$ cat src/hazard.sv
`timescale 1ns/10ps

module hazard (
  input  logic       match1EM,
  input  logic       match1EW,
  input  logic       match2EM,
  input  logic       match2EW,
  input  logic       match12DE,
  input  logic       regWriteM,
  input  logic       regWriteW,
  input  logic       memtoRegE,
  input  logic       branchTakenE,
  input  logic       fetchGrant,
  output logic [1:0] forwardAE,
  output logic [1:0] forwardBE,
  output logic       stallF,
  output logic       stallD,
  output logic       flushD,
  output logic       flushE
);

  logic ldStall;

  // M result is newer, so it wins over W
  assign forwardAE = (match1EM && regWriteM) ? 2'b10 :
                     (match1EW && regWriteW) ? 2'b01 : 2'b00;
  assign forwardBE = (match2EM && regWriteM) ? 2'b10 :
                     (match2EW && regWriteW) ? 2'b01 : 2'b00;

  assign ldStall = match12DE && memtoRegE;

  // A taken branch still loads its target when fetch is denied
  assign stallF = ldStall || (!fetchGrant && !branchTakenE);
  assign stallD = ldStall;

  // Lost fetch leaves a bubble in D unless D is held for a load
  assign flushD = branchTakenE || (!fetchGrant && !ldStall);
  assign flushE = ldStall || branchTakenE;

endmodule

$ cat config.mk
export PLATFORM = sky130hd
export DESIGN_NAME = hazard
export DESIGN_NICKNAME = d
export VERILOG_FILES = /design/src/hazard.sv
export SDC_FILE = /design/constraint.sdc
export NUM_CORES = 1
export LEC_CHECK = 0
export ABC_AREA = 1
export BUFFER_PORTS_ARGS = -buffer_cell sky130_fd_sc_hd__buf_4
export CAP_MARGIN = 30
export CORE_AREA = 2 2 39 41
export DETAILED_ROUTE_END_ITERATION = 16
export DIE_AREA = 0 0 41 43
export GPL_ROUTABILITY_DRIVEN = 0
export GPL_TIMING_DRIVEN = 0
export SLEW_MARGIN = 20
export SYNTH_ARGS = -nofsm -noshare
export SYNTH_HDL_FRONTEND = slang
export SYNTH_SLANG_ARGS = --single-unit
$ cat constraint.sdc
create_clock -name vclk -period 0.8
set_input_delay 0.12 -clock vclk [all_inputs]
set_output_delay 0.12 -clock vclk [all_outputs]
set_load 0.05 [all_outputs]
== Word level (Yosys, flattened, before mapping) ==
Cells that the tools add are included.

* Flip-flop bits (word level): 0
* Bits in latches: 0
* Bits in writable memories: 0
* ROM bits: 0
* Bits of input ports: 10
* Word-level logic and storage cells: 17
* Memories kept: 0

* Add/subtract/negate cells: 0
* Multipliers: 0
* Divide/modulo/power cells: 0
* Order comparisons: 0
* Equality and inequality tests: 0
* Shifts and indexed selects: 0
* Mux-type cells: 4
* Bitwise logic cells: 0
* Reductions and logical operators: 13

{| class="wikitable"
|+ Operator list
! kind !! number
|-
| 1-bit logical AND || 7
|-
| 2-bit 2-to-1 mux || 2
|-
| 1-bit zero test || 3
|-
| 1-bit logical OR || 3
|-
| 1-bit 2-to-1 mux || 2
|}

== Longest topological paths before layout ==
* Depth in word-level cells: 4
* Mapped depth: 3
* Depth with buffers taken out: 3

== Least setup slack after synthesis ==
No wires, ideal clock.

* Path type: input port to output port
* From: input port fetchGrant
* To: output port stallF
* Arrival time: 1216 ps
* Required time: 680 ps
* Path slack: -536 ps
* Cell stages on the path: 1
* Path buffers: 0
* Path through: o21ai_0

* Longest elaborated chain between the ends: 3

{| class="wikitable"
|+ Ends and longest elaborated chain
! item !! RTL line !! text
|-
| start, declared || 13 || <nowiki>input logic fetchGrant,</nowiki>
|-
| 1-bit zero test || 33 || <nowiki>assign stallF = ldStall || (!fetchGrant && !branchTakenE);</nowiki>
|-
| 1-bit logical AND || 33 ||
|-
| 1-bit logical OR || 33 ||
|-
| end, declared || 16 || <nowiki>output logic stallF,</nowiki>
|}

No other way between the ends.

== Final worst setup path ==
* From: input port match12DE
* To: output port flushD

* Longest elaborated chain between the ends: 4

{| class="wikitable"
|+ Ends and longest elaborated chain
! item !! RTL line !! text
|-
| start, declared || 8 || <nowiki>input logic match12DE,</nowiki>
|-
| 1-bit logical AND || 30 || <nowiki>assign ldStall = match12DE && memtoRegE;</nowiki>
|-
| 1-bit zero test || 37 || <nowiki>assign flushD = branchTakenE || (!fetchGrant && !ldStall);</nowiki>
|-
| 1-bit logical AND || 37 ||
|-
| 1-bit logical OR || 37 ||
|-
| end, declared || 18 || <nowiki>output logic flushD,</nowiki>
|}

No other way between the ends.

==> out/metrics.cfg <==
[logic_synthesis]
syn-num-nets=26
synth_warnings=0
yosysTopAreaCell=nand2_1
ys_seq_area_frac=0
synthCells=16
synth_common_cells=7 x nand2_1, 3 x inv_1, 2 x inv_2, 2 x nor2_2
netlist_area_um2=68.82
synth_top_area_frac=0.3818
yosysUniqueCellTypes=6
synth_area_leaders=nand2_1 38%, nor2_2 18%, inv_1 16%
avgSynthCellArea_um2=4.301
synth.most_common_cell=nand2_1

[drt]
drc=0
vias=138
routed_wl_um=279
first_pass_iters=2
antenna_left=0
routed_via_density=2.760
routedWlPerCell_um=5.580
drt_iter0_drc=1

[clock_network]
post_cts_buffers=0
cts_hold_buffers=0
post_cts_resized=0

[layout]
layout-drive-gt1-share=0.7059
fin_nets=46
nClkBuffers=0
area_growth_pct=245.5
design.seq.count=0
num_antenna_cells=0
utilization=0.1718
seq_area_um2=0

[sta]
fin_hold_ws_ns=0.5497
slew_headroom=0.9021
tightest_slew_ns=0.1480
tns_ns=0
setup_viol=0
grt_setup_unrepaired=false
fmaxAchievable_mhz=1355
finalMaxSlewViolations=0
fin_crit_ns=0.7380
finalCritPeriodShare=0.9225
hold_violations=0

[setup_path]
critPathArrivalTime_ns=0.62
path_cells=buf_4, nand2_2, nand2_1, nand2_1, buf_4
worstSetupStartpointType=input pin
critical_path_class=in -> out
critPathTopFamily=buffers and inverters
worstSetupEndpointType=output port
path_max_fanout=4
cpPeakStageDelay_ns=0.19
crit_slowest_cell=buf_4
cp_num_buf_inv=2
required_ns=0.68

[die]
die-width_um=41
die_area_um2=1763
die_y_um=43
num_rows=14
ios=18
start_util=0.04973
core_area_um2=1384

[power]
leakagePower_nw=0.1462
ir_drop_mv=0.2134
total_power_w=0.0001986
powerDensity_nw_per_um2=835.5

[place]
io_buffers=18
dp_hpwl_um=283.3

[global_routing]
grt_overflow_total=0
grtUsageTotal=0.02797
grt_pass1_wl_um=386
grt_max_degree=5
antenna_found_initial=0
grt_pass1_vias=101

[job]
maxCapViolCount=0

[status]
status=completed

[min_path]
hold_path.class=in -> out

[per-layer routing]
metal  GRT usage  wire length (um)  up-vias
li1            -                 -       80
met1     0.03481                85       58
met2     0.05313               193        0
met3           0                 0        0
met4           0                 0        0
met5           0                 0        -
[cell type report]
class / count / area, um2
Inverter: 5 / 18.77
Fill cell: 159 / 1146
Tap cell: 16 / 20.02
Multi-Input combinational cell: 11 / 63.81
Timing Repair Buffer: 18 / 135.1
[stage by stage]
step	cells	cell area (um2)	setup slack, ns
6_report	50	237.7	0.06197
4_1_cts	50	237.7	0.05896
5_1_grt	50	237.7	0.03735
2_1_floorplan	16	82.58	0.08738
3_3_place_gp	50	237.7	0.06878
3_5_place_dp	50	237.7	0.05978
[cell usage in the layout (no fill, tap or decap), drive strengths merged]
master	instances
buf	18
inv	5
nand2	8
nor2	2
o21ai	1
[cell families (layout without fill, tap and decap cells)]
group,count (synthesis),count (layout),share of synthesized area
AOI/OAI and AO/OA,1,1,0.07266
and+or+nand+nor,10,10,0.6546
buffers and inverters,5,23,0.2728
[where the power goes]
part,leakage (nW),switching [W],internal [W]
combinational,0.146,0.000124,0.0000742
sequential,0,0,0
clock,0,0,0
[path summary, 6_finish.rpt]
path                         start  endpoint  slack [ns]  cells past startpoint
worst max-delay path     match12DE    flushD        0.06                      5
worst min-delay path  branchTakenE    stallF        0.55                      3
(Power assumes the default switching activity.)
