==> src/program.hex <==
// One instruction word per line, address rises by 4 from 0x000
// Comments give address, assembly and any store it makes
E3A00000 // 000 MOV R0,#0
E3A01005 // 004 MOV R1,#5
E2812003 // 008 ADD R2,R1,#3
E0423001 // 00C SUB R3,R2,R1
E1834002 // 010 ORR R4,R3,R2
E0045002 // 014 AND R5,R4,R2
E5802200 // 018 STR R2,[R0,#0x200] stores 8
E5803204 // 01C STR R3,[R0,#0x204] stores 3
E5804208 // 020 STR R4,[R0,#0x208] stores B
E580520C // 024 STR R5,[R0,#0x20C] stores 8
E5906204 // 028 LDR R6,[R0,#0x204]
E2867010 // 02C ADD R7,R6,#0x10
E5807210 // 030 STR R7,[R0,#0x210] stores 13
E3A08CDE // 034 MOV R8,#0xDE00
E38880AD // 038 ORR R8,R8,#0xAD poison DEAD
E3A09005 // 03C MOV R9,#5
E3A0AE22 // 040 MOV R10,#0x220
E58A9000 // 044 STR R9,[R10] stores 5,4,3,2,1 at 220..230
E28AA004 // 048 ADD R10,R10,#4
E2499001 // 04C SUB R9,R9,#1
E3590000 // 050 CMP R9,#0
4580830C // 054 STRMI R8,[R0,#0x30C] never passes
1AFFFFF9 // 058 BNE 044
EA000002 // 05C B 06C
E5808300 // 060 STR R8 poison, squashed
E5808304 // 064 STR R8 poison, squashed
E5808308 // 068 STR R8 poison, skipped
E58043FC // 06C STR R4,[R0,#0x3FC] stores B, last store
EAFFFFFE // 070 B 070

==> src/memPkg.sv <==
package memPkg;

  // Word address width of the unified memory
  localparam int memAddrW = 10;

  // Number of 32-bit words
  localparam int memDepth = 1024;

  // Image loaded into memory at start
  localparam string progFile = "/design/src/program.hex";

  // Who drives the memory port this cycle
  typedef enum logic {
    ownFetch,
    ownData
  } busOwner_t;

endpackage

==> src/armPkg.sv <==
package armPkg;

  // Data and address word
  typedef logic [31:0] word_t;

  // Register number with R15 as the PC
  typedef logic [3:0] regIdx_t;

  // Condition field of an instruction
  typedef logic [3:0] cond_t;

  // Flags ordered {N, Z, C, V}
  typedef logic [3:0] flags_t;

  typedef enum logic [2:0] {
    aluAdd,
    aluSub,
    aluAnd,
    aluOrr,
    aluPassB
  } aluCtrl_t;

  // Major class from instruction bits 27:26
  typedef enum logic [1:0] {
    dataProc,
    memory,
    branch,
    other
  } instrClass_t;

  // Data-processing opcodes in bits 24:21
  localparam logic [3:0] opAnd = 4'h0;
  localparam logic [3:0] opSub = 4'h2;
  localparam logic [3:0] opAdd = 4'h4;
  localparam logic [3:0] opCmp = 4'hA;
  localparam logic [3:0] opOrr = 4'hC;
  localparam logic [3:0] opMov = 4'hD;

  // Condition codes
  localparam cond_t condEq = 4'h0;
  localparam cond_t condNe = 4'h1;
  localparam cond_t condCs = 4'h2;
  localparam cond_t condCc = 4'h3;
  localparam cond_t condMi = 4'h4;
  localparam cond_t condPl = 4'h5;
  localparam cond_t condVs = 4'h6;
  localparam cond_t condVc = 4'h7;
  localparam cond_t condHi = 4'h8;
  localparam cond_t condLs = 4'h9;
  localparam cond_t condGe = 4'hA;
  localparam cond_t condLt = 4'hB;
  localparam cond_t condGt = 4'hC;
  localparam cond_t condLe = 4'hD;
  localparam cond_t condAl = 4'hE;

endpackage
==> src/memArbiter.sv <==
`timescale 1ns/10ps

module memArbiter
  import armPkg::*, memPkg::*;
(
  input  logic  clk,
  input  logic  rstN,
  input  word_t pcF,
  input  word_t dataAddr,
  input  word_t dataWdata,
  input  logic  memReq,
  input  logic  memWrite,
  output word_t instrF,
  output word_t readData,
  output logic  fetchGrant,
  output word_t busAddr,
  output logic  busWe,
  output word_t busWdata,
  input  word_t memRdata
);

  busOwner_t owner, lastOwner;
  word_t     selAddr;

  // Data stage has fixed priority
  assign owner      = memReq ? ownData : ownFetch;
  assign fetchGrant = (owner == ownFetch);

  assign selAddr  = (owner == ownData) ? dataAddr : pcF;
  assign busAddr  = {{(30 - memAddrW){1'b0}}, selAddr[memAddrW+1:0]};
  assign busWe    = (owner == ownData) && memWrite;
  assign busWdata = dataWdata;

  // Denied fetch hands decode a zero word
  assign instrF   = fetchGrant ? memRdata : '0;
  assign readData = (owner == ownData) ? memRdata : '0;

  always_ff @(posedge clk or negedge rstN) begin
    if (!rstN) begin
      lastOwner <= ownFetch;
    end else begin
      lastOwner <= owner;
    end
  end

  // Without new fetches the pipeline drains within three data cycles
  aFetchResumes: assert property (@(posedge clk) disable iff (!rstN)
    (lastOwner == ownData && owner == ownData) ##1 (owner == ownData) |=>
    (owner == ownFetch))
    else $error("fetch denied for more than three cycles in a row");

endmodule

==> config.mk <==
export PLATFORM = sky130hd
export DESIGN_NAME = memArbiter
export DESIGN_NICKNAME = d
export VERILOG_FILES = /design/src/memPkg.sv /design/src/armPkg.sv /design/src/memArbiter.sv
export SDC_FILE = /design/constraint.sdc
export NUM_CORES = 1
export LEC_CHECK = 0
export ABC_AREA = 0
export CAP_MARGIN = 0
export CORE_AREA = 2 2 103 105
export DETAILED_ROUTE_END_ITERATION = 10
export DIE_AREA = 0 0 105 107
export DONT_BUFFER_PORTS = 1
export PLACE_DENSITY_LB_ADDON = 0.05
export SYNTH_ARGS = -nofsm -noshare
export SYNTH_HDL_FRONTEND = slang
export SYNTH_SLANG_ARGS = --single-unit
==> constraint.sdc <==
create_clock -name vclk -period 0.8
set_input_delay 0.04 -clock vclk [all_inputs]
set_output_delay 0.04 -clock vclk [all_outputs]
set_load 0.05 [all_outputs]
* Word level (Yosys, flattened, before mapping)
Index checks and enable logic that the tools add are counted.
** Word-level totals
- Flip-flop bits (word level) :: 0
- Output and inout bits :: 130
- Input port bits :: 132
- Word-level logic and storage cells :: 6
** Operators by class
- Mux-type cells :: 4
- Bitwise gates (word level) :: 1
- Reductions and logical operators :: 1
** Operators with widths (count)
- $mux 32 :: 2
- $mux 12 :: 1
- $logic_and 1x1->1 :: 1
- $mux 1 :: 1
- $not 1->1 :: 1

* Depth between registers and ports, before layout
- Word-level depth :: 2
- Depth in mapped cells :: 3
- Depth with buffers taken out :: 1

* Worst setup path after synthesis
Ideal clock, no wire load.
- Path kind :: input to output
- Start :: input port memReq
- End :: output port instrF[25]
- Arrival :: 0.984 ns
- Buffers on the path :: 2
- Path slack :: -0.224 ns
- Data required time :: 0.760 ns
- Stages on the path :: 3
- Cells stage by stage :: buf_6 buf_6 nor2b_1
** Between the ends
- Cells in the longest elaborated chain, start to end :: 2
** RTL lines
- start: declaration :: RTL line memArbiter.sv:11 : input logic memReq,
- $mux 1 :: RTL line memArbiter.sv:26 : assign owner = memReq ? ownData : ownFetch;
- $mux 32 :: RTL line memArbiter.sv:35 : assign instrF = fetchGrant ? memRdata : '0;
- end: declaration :: RTL line memArbiter.sv:13 : output word_t instrF,
No other way between the ends.

* Worst setup path after layout
- Start :: input port memReq
- End :: output port busAddr[3]
** Between the ends
- Cells in the longest elaborated chain, start to end :: 2
** RTL lines
- $mux 1 :: RTL line memArbiter.sv:26
- $mux 12 :: RTL line memArbiter.sv:29 : assign selAddr = (owner == ownData) ? dataAddr : pcF;
- end: declaration :: RTL line memArbiter.sv:16 : output word_t busAddr,
No other way between the ends.

==> reports/qor.yml <==
floorplanning:
  io_pins: 262
  dieHeight_um: 107
  core_area_um2: 10100
  start_util: 0.0991
  die_w_um: 105
  design.die.area_um2: 11200
  rows: 37
finish:
  nets: 297
  final_area_um2: 1340
  final_core_util: 0.133
  stdcell_count: 299
  areaGrowthSynthToFinish_pct: 34.4
  drive_gt1_frac: 0.632
  n_antenna_cell: 0
  seq_area_um2: 0
  n_clock_buffer: 0
  fillCellCount: 1175
  seq_cells: 0
drt:
  routed_via_density: 2.93
  avgRoutedWirePerCell_um: 11.1
  routed-via-count: 875
  drc: 0
  drt_iter0_markers: 29
  antenna_left: 0
  drt-total-wl_um: 3320
  first_pass_iters: 2
critical_path:
  end_kind: "output port"
  cp_slowest_cell: "mux2_2"
  crit_path_max_incr_delay_ps: 450
  start_kind: "primary input"
  cpLargestDelayFamily: "multiplexers"
  required_ps: 760
  cp_cell_sequence: "mux2_2"
  cp.buffers_inverters: 0
  arrival_ps: 500
  setup.worst_path.class: "primary input to output port"
  path_max_fanout: 78
placement:
  dp.cells: 299
  gp_congestion: 0.715
  detailedPlace.worstSlack_ps: 268
  placed_cell_area_um2: 1340
  dp_hpwl_um: 2930
  io_buffers: 0
run:
  cap_violations: 0
yosys:
  synth_top_area_frac: 0.398
  syn_area_um2: 1000
  synth_top_area_cell: "buf_4"
  syn_avg_cell_area_um2: 7.19
  synthTopCellsByArea: "buf_4 40%, and2_1 21%, nor2b_1 20%"
  yosysSeqAreaShare: 0
  yosysUniqueCellTypes: 9
  ys_warn_count: 0
  synth_cells: 139
pwr:
  p_per_area_nw_per_um2: 1110
  p_leak_nw: 0.635
  peakVddDrop_v: 0.000181
  power.total_mw: 1.50
hold_path:
  hp-start: "dataWdata[13]"
  min_to: "busWdata[13]"
  hold_path_class: "primary input to output port"
  hold_path_depth: 0
timing:
  max_freq_mhz: 1850
  hold_ws_ps: 80.0
  tns_ps: 0
  rsz0062_at_grt: "false"
  slew_violations: 0
  setup_viol: 0
  final_hold_viol_count: 0
  timing.final.ws_setup_ps: 258
  fin_crit_sh: 0.677
  post-route-min-period_ps: 542
grt:
  grt_pass1_wl_um: 4400
  gr-usage-all-layers: 0.0460
  antenna_found_initial: 0
  grt_max_degree: 79
  grt.overflow.total: 0
  grt_pass1_vias: 828
clocking:
  cts_hold_buf: 0
  cts_resized: 0
  cts_setup_buffers: 0
run_status:
  outcome: "completed"
==> cell families after synthesis <==
kind of cell | Yosys count | synth area share
AND/OR/NAND/NOR | 65 | 0.407
other | 1 | 0.00375
buffers and inverters | 61 | 0.454
multiplexers | 12 | 0.135
==> synth_stat cells (all sizes together) <==
| library cell | count |
|---|---|
| conb | 1 |
| clkbuf | 1 |
| nor2b | 32 |
| mux2 | 12 |
| buf | 59 |
| and2 | 33 |
| inv | 1 |
==> cell type report <==
type | instances | area [um2] | area share
inverters | 1 | 3.75 | 0.00279
repair buffers | 65 | 488 | 0.363
well taps | 136 | 170 | 0.127
multi-input cells | 97 | 682 | 0.507
==> layer usage <==
layer,vias to the layer above,track usage,routed length (um)
met5,-,0,0
met4,0,0.0124,38
met3,6,0.0176,502
met2,103,0.0923,1780
met1,369,0.0430,1010
li1,397,-,-
==> power by group <==
part / internal (mW) / switching, mW
Clock: 0 / 0
Combinational: 0.366 / 1.13
Sequential: 0 / 0
==> worst max path at each step <==
stage	startpoint	cells after the start	slack [ps]	to
after floorplan	memReq	3	-220	instrF[25]
after global placement	memReq	1	260	busAddr[3]
after detailed placement	memReq	1	270	busAddr[8]
after CTS	memReq	1	270	busAddr[8]
after global routing	memReq	1	260	busAddr[10]
final	memReq	1	260	busAddr[3]
==> cell usage in the layout (no fill, tap or decap) <==
master | Yosys | layout
and2_1 | 33 | 33
buf_4 | 53 | 65
conb_1 | 1 | 20
inv_1 | 1 | 1
mux2_2 | 12 | 12
nor2b_1 | 32 | 6
nor2b_2 | 0 | 26
(Power assumes the default switching activity.)
