$ cat src/armPkg.sv
package armPkg;

  // Data and address word
  typedef logic [31:0] word_t;

  // Register number with R15 as the PC
  typedef logic [3:0] regIdx_t;

  // Condition field of an instruction
  typedef logic [3:0] cond_t;

  // Flags ordered {N, Z, C, V}
  typedef logic [3:0] flags_t;

  typedef enum logic [2:0] {
    aluAdd,
    aluSub,
    aluAnd,
    aluOrr,
    aluPassB
  } aluCtrl_t;

  // Major class from instruction bits 27:26
  typedef enum logic [1:0] {
    dataProc,
    memory,
    branch,
    other
  } instrClass_t;

  // Data-processing opcodes in bits 24:21
  localparam logic [3:0] opAnd = 4'h0;
  localparam logic [3:0] opSub = 4'h2;
  localparam logic [3:0] opAdd = 4'h4;
  localparam logic [3:0] opCmp = 4'hA;
  localparam logic [3:0] opOrr = 4'hC;
  localparam logic [3:0] opMov = 4'hD;

  // Condition codes
  localparam cond_t condEq = 4'h0;
  localparam cond_t condNe = 4'h1;
  localparam cond_t condCs = 4'h2;
  localparam cond_t condCc = 4'h3;
  localparam cond_t condMi = 4'h4;
  localparam cond_t condPl = 4'h5;
  localparam cond_t condVs = 4'h6;
  localparam cond_t condVc = 4'h7;
  localparam cond_t condHi = 4'h8;
  localparam cond_t condLs = 4'h9;
  localparam cond_t condGe = 4'hA;
  localparam cond_t condLt = 4'hB;
  localparam cond_t condGt = 4'hC;
  localparam cond_t condLe = 4'hD;
  localparam cond_t condAl = 4'hE;

endpackage
$ cat src/controller.sv
`timescale 1ns/10ps

module controller
  import armPkg::*;
(
  input  logic       clk,
  input  logic       rstN,
  input  word_t      instrD,
  input  flags_t     aluFlagsE,
  input  logic       flushE,
  output logic [1:0] regSrcD,
  output logic [1:0] immSrcD,
  output logic       aluSrcE,
  output logic       branchTakenE,
  output logic       memtoRegE,
  output logic       memReqM,
  output logic       memWriteM,
  output logic       regWriteM,
  output logic       regWriteW,
  output logic       memtoRegW,
  output aluCtrl_t   aluCtrlE
);

  instrClass_t classD;
  aluCtrl_t    aluCtrlD;
  logic        validD, dpOkD, aluSrcD, regWriteD, memWriteD, memtoRegD, memReqD, branchD;
  logic [1:0]  flagWriteD;

  logic        validE, regWriteE, memWriteE, memtoRegRawE, memReqE, branchE, passE;
  logic [1:0]  flagWriteE;
  cond_t       condE;
  flags_t      flagReg;
  logic        memtoRegM;

  function automatic logic condHolds(cond_t cond, flags_t f);
    logic n, z, c, v;
    n = f[3];
    z = f[2];
    c = f[1];
    v = f[0];
    case (cond)
      condEq:  return z;
      condNe:  return !z;
      condCs:  return c;
      condCc:  return !c;
      condMi:  return n;
      condPl:  return !n;
      condVs:  return v;
      condVc:  return !v;
      condHi:  return c && !z;
      condLs:  return !c || z;
      condGe:  return n == v;
      condLt:  return n != v;
      condGt:  return !z && (n == v);
      condLe:  return z || (n != v);
      condAl:  return 1'b1;
      default: return 1'b0;
    endcase
  endfunction

  // An all-zero word is a flushed slot
  assign validD = |instrD;
  assign classD = instrClass_t'(instrD[27:26]);

  always_comb begin
    regSrcD    = 2'b00;
    immSrcD    = 2'b00;
    aluSrcD    = 1'b0;
    aluCtrlD   = aluAdd;
    regWriteD  = 1'b0;
    memWriteD  = 1'b0;
    memtoRegD  = 1'b0;
    memReqD    = 1'b0;
    branchD    = 1'b0;
    flagWriteD = 2'b00;
    dpOkD      = 1'b1;
    case (classD)
      dataProc: begin
        aluSrcD   = instrD[25];
        regWriteD = 1'b1;
        case (instrD[24:21])
          opAnd:   aluCtrlD = aluAnd;
          opSub:   aluCtrlD = aluSub;
          opAdd:   aluCtrlD = aluAdd;
          opOrr:   aluCtrlD = aluOrr;
          opMov:   aluCtrlD = aluPassB;
          opCmp: begin
            aluCtrlD  = aluSub;
            regWriteD = 1'b0;
          end
          default: dpOkD = 1'b0;
        endcase
        regWriteD = regWriteD && dpOkD;
        // Logic ops keep C and V
        if (instrD[20] && dpOkD) begin
          flagWriteD = (aluCtrlD == aluAdd || aluCtrlD == aluSub) ? 2'b11 : 2'b10;
        end
      end
      memory: begin
        regSrcD   = {!instrD[20], 1'b0};
        immSrcD   = 2'b01;
        aluSrcD   = 1'b1;
        regWriteD = instrD[20];
        memtoRegD = instrD[20];
        memWriteD = !instrD[20];
        memReqD   = 1'b1;
      end
      branch: begin
        regSrcD = 2'b01;
        immSrcD = 2'b10;
        aluSrcD = 1'b1;
        branchD = 1'b1;
      end
      default: ;
    endcase
  end

  always_ff @(posedge clk or negedge rstN) begin
    if (!rstN) begin
      validE       <= 1'b0;
      aluSrcE      <= 1'b0;
      aluCtrlE     <= aluAdd;
      regWriteE    <= 1'b0;
      memWriteE    <= 1'b0;
      memtoRegRawE <= 1'b0;
      memReqE      <= 1'b0;
      branchE      <= 1'b0;
      flagWriteE   <= 2'b00;
      condE        <= condAl;
    end else begin
      validE       <= validD && !flushE;
      aluSrcE      <= aluSrcD;
      aluCtrlE     <= aluCtrlD;
      regWriteE    <= regWriteD;
      memWriteE    <= memWriteD;
      memtoRegRawE <= memtoRegD;
      memReqE      <= memReqD;
      branchE      <= branchD;
      flagWriteE   <= flagWriteD;
      condE        <= instrD[31:28];
    end
  end

  // Condition check gates every side effect in E
  assign passE        = validE && condHolds(condE, flagReg);
  assign branchTakenE = passE && branchE;
  assign memtoRegE    = validE && memtoRegRawE;

  always_ff @(posedge clk or negedge rstN) begin
    if (!rstN) begin
      flagReg <= '0;
    end else if (passE) begin
      if (flagWriteE[1]) begin
        flagReg[3:2] <= aluFlagsE[3:2];
      end
      if (flagWriteE[0]) begin
        flagReg[1:0] <= aluFlagsE[1:0];
      end
    end
  end

  always_ff @(posedge clk or negedge rstN) begin
    if (!rstN) begin
      regWriteM <= 1'b0;
      memWriteM <= 1'b0;
      memReqM   <= 1'b0;
      memtoRegM <= 1'b0;
      regWriteW <= 1'b0;
      memtoRegW <= 1'b0;
    end else begin
      regWriteM <= passE && regWriteE;
      memWriteM <= passE && memWriteE;
      memReqM   <= passE && memReqE;
      memtoRegM <= memtoRegRawE;
      regWriteW <= regWriteM;
      memtoRegW <= memtoRegM;
    end
  end

  // Slot behind a taken branch must not execute
  aBranchSquash: assert property (@(posedge clk) disable iff (!rstN) branchTakenE |=> !validE)
    else $error("instruction behind a taken branch still valid in E");

endmodule

$ cat config.mk
export PLATFORM = sky130hd
export DESIGN_NAME = controller
export DESIGN_NICKNAME = d
export VERILOG_FILES = /design/src/armPkg.sv /design/src/controller.sv
export SDC_FILE = /design/constraint.sdc
export NUM_CORES = 1
export LEC_CHECK = 0
export BUFFER_PORTS_ARGS = -buffer_cell sky130_fd_sc_hd__buf_4
export CAP_MARGIN = 20
export CORE_MARGIN = 2
export CORE_UTILIZATION = 50
export CTS_CLUSTER_SIZE = 24
export DETAILED_ROUTE_END_ITERATION = 8
export MAX_ROUTING_LAYER = met4
export PLACE_DENSITY = 0.81
export SLEW_MARGIN = 20
export SYNTH_ARGS = -nofsm -noshare
export SYNTH_HDL_FRONTEND = slang
export SYNTH_SLANG_ARGS = --single-unit
$ cat constraint.sdc
create_clock -name clk -period 4.3 [get_ports clk]
set_input_delay 0 -clock clk [delete_from_list [all_inputs] [get_ports clk]]
set_output_delay 0 -clock clk [all_outputs]
set_load 0.05 [all_outputs]
# [Yosys cells after proc, flatten, opt, wreduce, memory -nomap -nowiden]
# Cells that the tools add are included.
# W data, S select, Z words.
[op_classes] mux=19 n_eq_ne=24 reduce_logical=30
[ops] op="$eq A4 B4 Y1 const B" n=10
[ops] op="$reduce_or A32 Y1" n=1
[ops] op="$eq A4 B3 Y1 const B" n=5
[ops] op="$pmux W1 S15" n=1
[ops] op="$eq A4 B2 Y1 const B" n=3
[ops] op="$pmux W3 S4" n=1
[ops] op="$logic_and A1 B1 Y1" n=11
[ops] op="$mux W1" n=9
[ops] op="$logic_not A4 Y1" n=2
[ops] op="$pmux W2 S2" n=2
[ops] op="$logic_not A1 Y1" n=6
[ops] op="$mux W3" n=2
[ops] op="$reduce_or A6 Y1" n=1
[ops] op="$eq A4 B1 Y1 const B" n=1
[ops] op="$mux W2" n=2
[ops] op="$pmux W1 S2" n=2
[ops] op="$reduce_and A2 Y1" n=2
[ops] op="$reduce_or A2 Y1" n=2
[ops] op="$eq A3 B1 Y1 const B" n=1
[ops] op="$logic_not A3 Y1" n=1
[ops] op="$logic_or A1 B1 Y1" n=3
[ops] op="$eq A2 B1 Y1 const B" n=1
[ops] op="$eq A2 B2 Y1 const B" n=1
[ops] op="$logic_not A2 Y1" n=1
[ops] op="other kinds (2)" n=2
[word_totals] output_inout_bits=15 inputBits=39 register_bits=26 elab_cells=91

# [Logic depth before layout (Yosys ltp)]
[depth] depth_word=9 depth_mapped=7 ltp_nobuf=6

# [Worst setup path after synthesis]
# Ideal clock, no wire load.
[synth_path] path_kind="flip-flop to output port" startpoint="register condE[1]" endpoint="output port branchTakenE" t_arrival_ps=2172 path_slack_ps=2128 n_path_buf=1 t_required_ps=4300 path_stages_with_launch=7 path_cell_list="dfstp_2 buf_2 mux2_1 o32ai_1 a21oi_1 a41o_1 nor2_1"
[synth_via] elab_chain_cells=4 elab_cells_between_ends=18 cone_classes="eq/ne: 14; mux: 1; reduce/logical: 3"
[synth_rtl] item="start, declared" line_no="controller.sv:31" rtl="cond_t condE;"
[synth_rtl] item="start signal, assigned" line_no="controller.sv:129" rtl="condE <= condAl;"
[synth_rtl] item="start signal, assigned" line_no="controller.sv:140" rtl="condE <= instrD[31:28];"
[synth_rtl] item="$eq A4 B4 Y1, or another cell as far along" line_no="controller.sv:41" rtl="case (cond)"
[synth_rtl] item="$pmux W1 S15 (*)" line_no="controller.sv:41"
[synth_rtl] item="$logic_and A1 B1 Y1 (*)" line_no="controller.sv:145" rtl="assign passE = validE && condHolds(condE, flagReg);"
[synth_rtl] item="$logic_and A1 B1 Y1 (*)" line_no="controller.sv:146" rtl="assign branchTakenE = passE && branchE;"
[synth_rtl] item="end, declared" line_no="controller.sv:14" rtl="output logic branchTakenE,"
# Mark *: on every way between the ends. The rest lies on a longest branch, timed or not.

# [Worst setup path in the final report]
[layout_path] startpoint="register condE[3]" endpoint="output port branchTakenE"
# Same word-level chain as after synthesis.

==> results.yml <==
floorplan:
  ios: 54
  fp.dieW_microns: 55.2
  core_sq_um: 2480
  rows: 18
  start_util: 0.528
  die_area_sq_um: 3040
  die_y_microns: 55.2
worst_setup_path:
  crit_buf_inv: 1
  crit_chain: "or4b_1, nand3_1, nand3b_1, a41o_1, nor2_1, buf_4"
  endpoint_kind: "output pin"
  cpPeakStageDelay_ps: 650
  cpMaxStageDelayCell: "dfstp_2"
  required_ps: 4300
  timing_worst_setup_path_type: "reg -> out"
  worstPathMaxFanout: 11
  cp_data_arrival_time_ps: 2260
  ff2ff_setup_slack_ps: 2060
  worstSetupStartpointType: "register"
  cp_top_family: "simple AND/OR/NAND/NOR gates"
synthesis:
  synth_area_sq_um: 1310
  synth-xor-area-share: 0.0134
  yosys_register_bits: 26
  synth_ff_type: "dfrtp_1"
  synth_area_leaders: "dfrtp_1, dfstp_2, mux2_4"
  yosys.area.top_type_share: 0.440
  synth_top_cell_by_area: "dfrtp_1"
  synthSimpleGateAreaFrac: 0.226
  async_reset_ff_frac: 1.00
  synth_fa_ha_area_frac: 0.0382
  synth.yosys.seq_area_share: 0.500
  ys_top_cells_by_count: "dfrtp_1, inv_1, nor2_1"
  yosys_warnings: 0
  synth-compound-area-share: 0.0832
  synth_mux_area_frac: 0.0707
  synth_area_per_cell_sq_um: 10.8
  synth-edff-count: 0
  yosysMostFrequentCell: "dfrtp_1"
  synthDistinctLibCells: 39
  synth_nets: 164
  synth_top_family_by_area: "simple AND/OR/NAND/NOR gates"
  syn_inst: 121
route:
  wl_per_cell_microns: 14.3
  ant_nets: 0
  routed_wl_mm: 3.11
  via_per_inst: 5.34
  dr.pass1.iters: 6
  drc: 0
  vias: 1164
  drt_iter0_drc: 40
timing:
  period_share: 0.525
  rsz0062_at_grt: "no"
  timing.final.hold_violations: 0
  worst_pin_slew_ps: 330
  whs_ps: 15.0
  max_slew_margin: 0.778
  drv_slew: 0
  tns_ps: 0
  period_minus_slack_ps: 2260
  skew_ps: 0.816
  final-setup-viol-count: 0
  fmax_ghz: 0.443
power:
  seqPwrFrac: 0.527
  p_switching_w: 0.000151
  comb_power_share: 0.248
  p_leak_nw: 0.936
  vdd_drop_max_uv: 187
  power_density_nw_per_um2: 282
  p_int_w: 0.000386
  swShare: 0.281
  totalPowerFinal_w: 0.000537
  pwr-share-clk: 0.225
clocking:
  post_cts_buffers: 0
  post_cts_resize_count: 0
  clkSlewWorstSetupHoldPaths_ps: 130
  cts.sinks: 26
  clock_latency_ps: 310
  htreeDepth: 1
  numCtsBuffers: 3
  cts-root-buf: "clkbuf_4"
  postCtsHoldBufs: 18
  cts_tree: "yes"
  cts_buffer_depth: 2
min_path:
  min_path_type: "in -> reg"
global_routing:
  grt_max_degree: 27
  grt_antenna_before_repair: 0
  grt_pass1_wl_mm: 4.81
  grt-ovfl-total: 0
  grt_pass1_vias: 1126
  grt_usage: 0.234
layout:
  n_antenna_cell: 0
  drive_gt1_frac: 0.362
  finalNonFillerCells: 218
  syn2layout_area_growth_pct: 45.5
  nets: 232
placement:
  dp.cells: 196
  place_congestion: 0.795
  dpl.hpwl_mm: 2.27
  io_buffers: 53
run_status:
  status: "completed"
job:
  max_cap_viol_count: 0
==> per-stage QoR <==
step / cell area (sq um) / util / setup slack (ps)
3_3_place_gp: 1690 / 0.681 / 2140
6_report: 1900 / 0.769 / 2040
2_1_floorplan: 1310 / - / 2130
3_5_place_dp: 1690 / 0.681 / 2080
4_1_cts: 1900 / 0.769 / 2040
5_1_grt: 1900 / 0.769 / 1940
==> layer usage <==
| metal | up-vias | part of all wire | GRT usage |
|---|---|---|---|
| li1 | 554 | - | - |
| met1 | 554 | 0.36 | 0.247 |
| met2 | 52 | 0.57 | 0.433 |
| met3 | 4 | 0.059 | 0.0349 |
| met4 | 0 | 0.0097 | 0.0976 |
| met5 | - | 0 | - |
==> logic make-up after synthesis <==
family,Yosys count
simple gates,50
flops,26
buf+inv,17
compound gates,15
mux,7
fa+ha+maj,4
xor+xnor,2
==> cell type report <==
| type | instances | area (sq um) |
|---|---|---|
| clock buffer | 4 | 36.3 |
| fill | 182 | 573 |
| inverter | 9 | 33.8 |
| multi-input combinational | 78 | 564 |
| sequential | 26 | 654 |
| tap | 30 | 37.5 |
| timing repair buffer | 71 | 578 |
==> worst paths after layout <==
check                           startpoint      endpoint  depth (start not counted)
worst min-delay path            instrD[27]       branchE                          2
min in group asynchronous             rstN       aluSrcE                          2
worst min register to register   memtoRegM     memtoRegW                          0
worst max register to register    condE[3]    flagReg[1]                          6
worst max-delay path              condE[3]  branchTakenE                          6
max in group asynchronous             rstN      condE[1]                          2
==> power by group through the flow <==
| stage | combinational (W) | sequential (W) | clock [W] |
|---|---|---|---|
| 6_report | 0.000133 | 0.000283 | 0.000121 |
| 5_1_grt | 0.000144 | 0.000285 | 0.000137 |
| 4_1_cts | 0.000133 | 0.000282 | 0.000125 |
| 2_1_floorplan | 0.0000650 | 0.000288 | 0 |
| 3_5_place_dp | 0.000120 | 0.000286 | 0 |
| 3_3_place_gp | 0.000115 | 0.000285 | 0 |
==> cell usage in the layout, fill, tap and decap left out, drive strengths merged, types with 6 or more instances in the layout <==
cell type,netlist,layout
buf,8,53
mux2,6,6
inv,9,9
dlygate4sd3,0,18
nor2,8,8
nor4,6,6
dfrtp,23,23
nand2b,6,6
==> worst register-to-register path, stage by stage (launching register included) <==
cell	delay, ps
dfstp_2	650
or4b_1	470
nand3_1	90
nand3b_1	80
a41o_1	280
or2_4	270
mux2_4	300
==> state kept, by name, indices dropped and copies added, names as in the netlist, 2 cells and up <==
name,count
flagReg,4
condE,4
flagWriteE,2
aluCtrlE,3
No activity file was read; power rests on OpenSTA's default activity.
