--- src/armPkg.sv ---
package armPkg;

  // Data and address word
  typedef logic [31:0] word_t;

  // Register number with R15 as the PC
  typedef logic [3:0] regIdx_t;

  // Condition field of an instruction
  typedef logic [3:0] cond_t;

  // Flags ordered {N, Z, C, V}
  typedef logic [3:0] flags_t;

  typedef enum logic [2:0] {
    aluAdd,
    aluSub,
    aluAnd,
    aluOrr,
    aluPassB
  } aluCtrl_t;

  // Major class from instruction bits 27:26
  typedef enum logic [1:0] {
    dataProc,
    memory,
    branch,
    other
  } instrClass_t;

  // Data-processing opcodes in bits 24:21
  localparam logic [3:0] opAnd = 4'h0;
  localparam logic [3:0] opSub = 4'h2;
  localparam logic [3:0] opAdd = 4'h4;
  localparam logic [3:0] opCmp = 4'hA;
  localparam logic [3:0] opOrr = 4'hC;
  localparam logic [3:0] opMov = 4'hD;

  // Condition codes
  localparam cond_t condEq = 4'h0;
  localparam cond_t condNe = 4'h1;
  localparam cond_t condCs = 4'h2;
  localparam cond_t condCc = 4'h3;
  localparam cond_t condMi = 4'h4;
  localparam cond_t condPl = 4'h5;
  localparam cond_t condVs = 4'h6;
  localparam cond_t condVc = 4'h7;
  localparam cond_t condHi = 4'h8;
  localparam cond_t condLs = 4'h9;
  localparam cond_t condGe = 4'hA;
  localparam cond_t condLt = 4'hB;
  localparam cond_t condGt = 4'hC;
  localparam cond_t condLe = 4'hD;
  localparam cond_t condAl = 4'hE;

endpackage
--- src/datapath.sv ---
`timescale 1ns/10ps

module datapath
  import armPkg::*;
(
  input  logic       clk,
  input  logic       rstN,
  input  logic [1:0] regSrcD,
  input  logic [1:0] immSrcD,
  input  logic       aluSrcE,
  input  logic       branchTakenE,
  input  aluCtrl_t   aluCtrlE,
  input  logic       memtoRegW,
  input  logic       regWriteW,
  output word_t      pcF,
  input  word_t      instrF,
  output word_t      instrD,
  output word_t      aluOutM,
  output word_t      writeDataM,
  input  word_t      readDataM,
  output flags_t     aluFlagsE,
  output logic       match1EM,
  output logic       match1EW,
  output logic       match2EM,
  output logic       match2EW,
  output logic       match12DE,
  input  logic [1:0] forwardAE,
  input  logic [1:0] forwardBE,
  input  logic       stallF,
  input  logic       stallD,
  input  logic       flushD,
  input  logic       flushE
);

  word_t       pcPlus4F, pcNextF, pcPlus8D;
  word_t       rd1D, rd2D, extImmD, immZeroD;
  logic [63:0] rotWideD;
  regIdx_t     ra1D, ra2D, wa3D;
  word_t       regFile [16];

  word_t       rd1E, rd2E, extImmE, srcAE, srcBE, writeDataE, aluResultE, bEffE;
  logic [32:0] sumE;
  logic        subE;
  regIdx_t     ra1E, ra2E, wa3E, wa3M, wa3W;
  word_t       aluOutW, readDataW, resultW;

  // Fetch
  assign pcPlus4F = pcF + 32'd4;
  assign pcNextF  = branchTakenE ? aluResultE : pcPlus4F;

  always_ff @(posedge clk or negedge rstN) begin
    if (!rstN) begin
      pcF <= '0;
    end else if (!stallF) begin
      pcF <= pcNextF;
    end
  end

  // Decode
  always_ff @(posedge clk or negedge rstN) begin
    if (!rstN) begin
      instrD <= '0;
    end else if (flushD) begin
      instrD <= '0;
    end else if (!stallD) begin
      instrD <= instrF;
    end
  end

  // Fetch is one word ahead of decode, so PC+4 in F is PC+8 in D
  assign pcPlus8D = pcPlus4F;

  assign ra1D = regSrcD[0] ? 4'hF : instrD[19:16];
  assign ra2D = regSrcD[1] ? instrD[15:12] : instrD[3:0];
  assign wa3D = instrD[15:12];

  always_ff @(posedge clk) begin
    if (regWriteW && wa3W != 4'hF) begin
      regFile[wa3W] <= resultW;
    end
  end

  // Write-back result is visible to decode in the same cycle
  assign rd1D = (ra1D == 4'hF) ? pcPlus8D :
                (regWriteW && wa3W == ra1D) ? resultW : regFile[ra1D];
  assign rd2D = (ra2D == 4'hF) ? pcPlus8D :
                (regWriteW && wa3W == ra2D) ? resultW : regFile[ra2D];

  // Rotate right by twice the 4-bit rotate field
  assign immZeroD = {24'b0, instrD[7:0]};
  assign rotWideD = {immZeroD, immZeroD} >> {instrD[11:8], 1'b0};

  always_comb begin
    case (immSrcD)
      2'b00:   extImmD = rotWideD[31:0];
      2'b01:   extImmD = {20'b0, instrD[11:0]};
      default: extImmD = {{6{instrD[23]}}, instrD[23:0], 2'b00};
    endcase
  end

  // Execute
  always_ff @(posedge clk or negedge rstN) begin
    if (!rstN) begin
      rd1E    <= '0;
      rd2E    <= '0;
      extImmE <= '0;
      ra1E    <= '0;
      ra2E    <= '0;
      wa3E    <= '0;
    end else if (flushE) begin
      rd1E    <= '0;
      rd2E    <= '0;
      extImmE <= '0;
      ra1E    <= '0;
      ra2E    <= '0;
      wa3E    <= '0;
    end else begin
      rd1E    <= rd1D;
      rd2E    <= rd2D;
      extImmE <= extImmD;
      ra1E    <= ra1D;
      ra2E    <= ra2D;
      wa3E    <= wa3D;
    end
  end

  // Bypass select 2 takes the M result and 1 the W result
  always_comb begin
    case (forwardAE)
      2'b10:   srcAE = aluOutM;
      2'b01:   srcAE = resultW;
      default: srcAE = rd1E;
    endcase
    case (forwardBE)
      2'b10:   writeDataE = aluOutM;
      2'b01:   writeDataE = resultW;
      default: writeDataE = rd2E;
    endcase
  end

  assign srcBE = aluSrcE ? extImmE : writeDataE;

  // Subtract as A + ~B + 1 so carry follows the ARM convention
  assign subE  = (aluCtrlE == aluSub);
  assign bEffE = subE ? ~srcBE : srcBE;
  assign sumE  = {1'b0, srcAE} + {1'b0, bEffE} + {32'b0, subE};

  always_comb begin
    case (aluCtrlE)
      aluAdd,
      aluSub:  aluResultE = sumE[31:0];
      aluAnd:  aluResultE = srcAE & srcBE;
      aluOrr:  aluResultE = srcAE | srcBE;
      default: aluResultE = srcBE;
    endcase
  end

  assign aluFlagsE = {aluResultE[31],
                      aluResultE == '0,
                      sumE[32],
                      ~(srcAE[31] ^ bEffE[31]) & (srcAE[31] ^ sumE[31])};

  // Memory
  always_ff @(posedge clk or negedge rstN) begin
    if (!rstN) begin
      aluOutM    <= '0;
      writeDataM <= '0;
      wa3M       <= '0;
    end else begin
      aluOutM    <= aluResultE;
      writeDataM <= writeDataE;
      wa3M       <= wa3E;
    end
  end

  // Write-back
  always_ff @(posedge clk or negedge rstN) begin
    if (!rstN) begin
      aluOutW   <= '0;
      readDataW <= '0;
      wa3W      <= '0;
    end else begin
      aluOutW   <= aluOutM;
      readDataW <= readDataM;
      wa3W      <= wa3M;
    end
  end

  assign resultW = memtoRegW ? readDataW : aluOutW;

  // Register matches for the hazard unit
  assign match1EM  = (wa3M == ra1E);
  assign match1EW  = (wa3W == ra1E);
  assign match2EM  = (wa3M == ra2E);
  assign match2EW  = (wa3W == ra2E);
  assign match12DE = (wa3E == ra1D) || (wa3E == ra2D);

  aForwardSel: assert property (@(posedge clk) disable iff (!rstN)
    forwardAE != 2'b11 && forwardBE != 2'b11)
    else $error("forward select took reserved value");

endmodule

--- config.mk ---
export PLATFORM = sky130hd
export DESIGN_NAME = datapath
export DESIGN_NICKNAME = d
export VERILOG_FILES = /design/src/armPkg.sv /design/src/datapath.sv
export SDC_FILE = /design/constraint.sdc
export NUM_CORES = 2
export LEC_CHECK = 0
export BUFFER_PORTS_ARGS = -buffer_cell sky130_fd_sc_hd__buf_2
export CAP_MARGIN = 10
export CORE_AREA = 2 2 314 316
export DETAILED_ROUTE_END_ITERATION = 12
export DIE_AREA = 0 0 316 318
export PLACE_DENSITY = 0.72
export SETUP_SLACK_MARGIN = 0.05
export SLEW_MARGIN = 40
export SYNTH_ARGS = -nofsm -noshare
export SYNTH_HDL_FRONTEND = slang
export SYNTH_SLANG_ARGS = --single-unit
--- constraint.sdc ---
create_clock -name clk -period 13.1 [get_ports clk]
set_clock_uncertainty 0.05 [all_clocks]
set_input_delay 2.62 -clock clk [delete_from_list [all_inputs] [get_ports clk]]
set_output_delay 2.62 -clock clk [all_outputs]
set_load 0.01 [all_outputs]
After elaboration in Yosys (flattened, before gate mapping)
Memories as Yosys holds them, arrays and structs flattened.
Cells that the tools add are included.
W data, S select, Z words.

storage, ports and cells
  flip-flop bits (word level) = 308
  RAM bits = 512
  bits of input ports = 85
  output and inout port bits = 137
  word-level logic and storage cells = 78
  memories kept = 1

memories
  memory   words  width  rd ports  clocked after memory_dff  wr ports  RTL line        text
  regFile  16     32     2         0                         1         datapath.sv:39  word_t regFile [16];

cells by class
  $add $sub $neg = 3
  eq/ne operators = 20
  shift operators = 1
  muxes and demuxes = 24
  bitwise gates (word level) = 7
  reduce and logical (&&, ||, !) cells = 8

operators with widths
  kind                     count
  $mux W32                 13
  $pmux W32 S2             3
  $pmux W32 S3             1
  $shr A40 B5 Y32          1
  $add A32 B32 Y33         1
  $add A33 B1 Y33          1
  $add A32 B3 Y32 const B  1
  $and A32 B32 Y32         1
  $eq A4 B4 Y1             8
  $logic_not A32 Y1        1
  $not A32 Y32             1
  $or A32 B32 Y32          1
  $mux W4                  5
  $eq A4 B4 Y1 const B     2
  $eq A2 B1 Y1 const B     3
  $eq A3 B2 Y1 const B     2
  $eq A2 B2 Y1 const B     2
  $ne A4 B4 Y1 const B     1
  $eq A3 B1 Y1 const B     1
  $logic_and A1 B1 Y1      3
  $logic_not A3 Y1         1
  $logic_not A2 Y1         1
  $mux W1                  2
  $ne A2 B1 Y1 const B     1
  5 further kinds          6

Longest topological paths before layout
  word-level depth = 9
  depth in mapped cells = 21
  mapped depth without buffers = 18

Least setup slack after synthesis
Ideal clock, no wire load.

  kind = input -> output
  start point = input port forwardBE[0]
  end point = output port aluFlagsE[2]
  data arrival time = 6683 ps
  required time = 10430 ps
  path slack = 3747 ps
  stages on the path = 19
  buffers on the path = 4
  path through = inv_1 > ha_1 > clkbuf_1 > clkbuf_1 > clkbuf_1 > a21oi_1 > a22oi_1 > xnor2_1 > ha_1 > clkbuf_1 > nand4_1 > or2_2 > o31ai_4 > nor2_2 > o211a_1 > or4_1 > nor4_2 > nand4_1 > nor2_1

on the way
  longest elaborated chain between the ends = 9
  elaborated cells on any way between the ends = 12
  those cells by class = 2 x add/sub; 2 x eq/ne; 4 x mux; 3 x bitwise; 1 x reduce/logical

ends and longest elaborated chain
  element                                              RTL line         text
  start: declaration                                   datapath.sv:28   input logic [1:0] forwardBE,
  $eq A2 B1 Y1 / $eq A2 B2 Y1 (equally long branches)  datapath.sv:134  case (forwardBE)
  $pmux W32 S2 *                                       datapath.sv:134
  $mux W32 *                                           datapath.sv:141  assign srcBE = aluSrcE ? extImmE : writeDataE;
  $not A32 Y32                                         datapath.sv:145  assign bEffE = subE ? ~srcBE : srcBE;
  $mux W32                                             datapath.sv:145
  $add A32 B32 Y33                                     datapath.sv:146  assign sumE = {1'b0, srcAE} + {1'b0, bEffE} + {32'b0, subE};
  $add A33 B1 Y33                                      datapath.sv:146
  $pmux W32 S3 *                                       datapath.sv:149  case (aluCtrlE)
  $logic_not A32 Y1 *                                  datapath.sv:159  aluResultE == '0,
  end: declaration                                     datapath.sv:21   output flags_t aluFlagsE,

Mark *: on every way between the ends. The rest lies on a longest branch, timed or not.

Worst setup path after layout
Ends and elaborated chain as after synthesis.

==> flow_summary.json <==
{
  "rsz0062_at_grt": "false",
  "synth_cell_type_count": 79,
  "grt_max_degree": 177,
  "clk_pin_slew_ns": 0.06,
  "row_count": 115,
  "initial_core_util_pct": 43.5,
  "cp.arrival_ns": 8.95,
  "ys_ff_latch": 820,
  "die_h_um": 318,
  "use_met1_pct": 40.4,
  "cts_buffers": 83,
  "preCtsSetupSlack_ns": 1.78,
  "fp.dieArea_um2": 100000,
  "finalCritPeriodShare_pct": 88.7,
  "cts_tree": "done",
  "startpoint_type": "primary input",
  "holdCritStartpoint": "wa3M[2]",
  "met3_usage_pct": 7.42,
  "clockBufferDepth": 3,
  "total_power_w": 0.00686,
  "globalRouteMet2Util_pct": 44.0,
  "yosysMostFrequentCell": "nand2_1",
  "crit_type": "primary input to primary output",
  "post-cts-setup-buffers": 0,
  "gr-usage-all-layers_pct": 29.7,
  "htreeDepth": 3,
  "slew_violations": 0,
  "max-vdd-ir-drop_mv": 0.110,
  "setup_tns_ns": 0,
  "tightest_slew_ns": 0.996,
  "hold_viol": 0,
  "synthTopCellsByCount": "892 x nand2_1, 512 x edfxtp_1, 310 x clkbuf_1, 308 x dfrtp_1, 254 x nor2_1",
  "cts-hold-fix-buffers": 0,
  "critPathRequiredTime_ns": 10.43,
  "setup_viol": 0,
  "route.antenna.remaining_nets": 0,
  "drtIter0Drc": 5603,
  "nets": 4434,
  "syn_avg_cell_area_um2": 9.99,
  "startpoint": "forwardBE[0]",
  "path_max_fanout": 66,
  "maxCapViolations": 0,
  "dpl_cell_area_um2": 44800,
  "timing.rr.start": "readDataW[0]",
  "drcViolationCount": 0,
  "die_x_um": 316,
  "synthArstFlopShare_pct": 37.6,
  "clk_latency_ns": 0.67,
  "ys_seq_area_share_pct": 54.5,
  "routed_wirelength_um": 153000,
  "synth_top_area_cell": "edfxtp_1",
  "relSlewSlack_pct": 33.0,
  "vias_per_cell": 6.45,
  "fin_crit_ns": 11.62,
  "grt_pass1_wl_um": 222000,
  "routabilityCongestion": 0.983,
  "vias": 36500,
  "syn_inst": 4238,
  "synth-edff-count": 512,
  "numPortBuffers": 221,
  "synth_flop_cell": "edfxtp_1",
  "syn_area_um2": 42400,
  "num_io_pins": 222,
  "critPathCaptureType": "primary output",
  "p_per_area_nw_per_um2": 144,
  "synth_top_area_share_pct": 36.3,
  "cts-root-buf": "clkbuf_16",
  "busiest_layer": "met2",
  "p_leak_nw": 18.7,
  "yosys_warnings": 0,
  "first_pass_iters": 9,
  "cts_resized": 0,
  "fmax_mhz": 86.0,
  "min_path_type": "flop to flop",
  "antenna_found_initial": 1,
  "setup_slack_ns": 1.48,
  "wl_per_cell_um": 27.1,
  "grt_pass1_vias": 34700,
  "grt_overflow": 0,
  "coreArea_um2": 97400,
  "areaGrowthSynthToFinish_pct": 12.3,
  "yosys-top-cells-area": "edfxtp_1 36%, dfrtp_1 18%, nand2_1 7.9%",
  "cts.sinks": 820,
  "drive_gt1_share_pct": 14.0,
  "run_status": "completed",
  "design_area_um2": 47600,
  "hpwl_um": 94300
}
## state kept, by name, summed over array words and instances (netlist names)
register    cells
extImmE        32
rd2E           32
wa3M            4
wa3E            4
ra1E            4
instrD         32
readDataW      32
ra2E            4
aluOutM        32
regFile       512
aluOutW        32
writeDataM     32
rd1E           32
wa3W            4
pcF            32
## worst max-delay path: stages
cell and delay, ns:
buf_2 0.10, inv_1 0.05, ha_2 0.31, buf_4 0.52
a21oi_1 0.13, nor3_1 0.31, or3_1 0.39, mux2_2 0.40
fa_1 0.47, a211oi_1 0.56, o211ai_1 0.29, a22oi_1 0.54
a41oi_1 0.29, xor2_1 0.21, a211oi_1 0.45, o31ai_1 0.17
nor4_1 0.53, nand4_1 0.20, nor2_1 0.21, buf_2 0.16
## kinds of logic after synthesis
kind of cell | share of synthesized area, %
XOR/XNOR | 2.11
AND/OR/NAND/NOR | 16.6
other | 0.00885
adder cells (fa/ha/maj) | 1.14
AO/OA/AOI/OAI | 16.1
buffers and inverters | 3.46
flip-flops | 54.5
multiplexers | 6.07
## where the power goes
part           switching, W  internal, W
sequential         0.000164      0.00296
combinational      0.000911     0.000419
clock               0.00104      0.00136
## per-stage QoR
step,hold WS [ns],cells,util (%)
6_report,0.391,5663,48.8
2_1_floorplan,0.359,4269,-
5_1_grt,0.395,5661,48.8
3_5_place_dp,0.378,5509,46.0
4_1_cts,0.392,5657,48.7
3_3_place_gp,0.374,5508,45.9
## cell usage in the layout (no fill, tap or decap), types with 86 or more instances in the layout
cell,instances
a21oi_1,165
buf_2,218
mux2i_1,95
clkbuf_16,86
nand3_1,158
a31oi_1,135
nand2_1,892
mux2_2,137
dfrtp_1,303
a211oi_1,109
nor2_1,239
nor3_1,94
o21ai_0,233
a311oi_1,98
edfxtp_1,512
## final timing paths
| path | cells past startpoint | slack, ns | endpoint |
|---|---|---|---|
| max in group asynchronous | 4 | 9.27 | instrD[16] |
| min | 0 | 0.39 | wa3W[2] |
| max | 20 | 1.48 | aluFlagsE[2] |
| min reg2reg | 0 | 0.39 | wa3W[2] |
| min in group asynchronous | 1 | 1.73 | readDataW[11] |
| max reg2reg | 15 | 7.43 | pcF[28] |
## final cells by class
class / instances / area, um^2
fill: 8694 / 49800
tap: 1287 / 1610
clock inverter: 39 / 389
antenna: 2 / 5.00
multi-input combinational: 3063 / 18200
inverter: 41 / 154
sequential: 820 / 23100
timing repair buffer: 302 / 1860
clock buffer: 109 / 2310
## layer usage
layer / vias to the layer above / part of all wire [%]
li1: 15600 / -
met1: 17900 / 39
met2: 2531 / 44
met3: 457 / 12
met4: 0 / 5.5
met5: - / 0
Note: power is estimated with default switching activity, not from simulation.
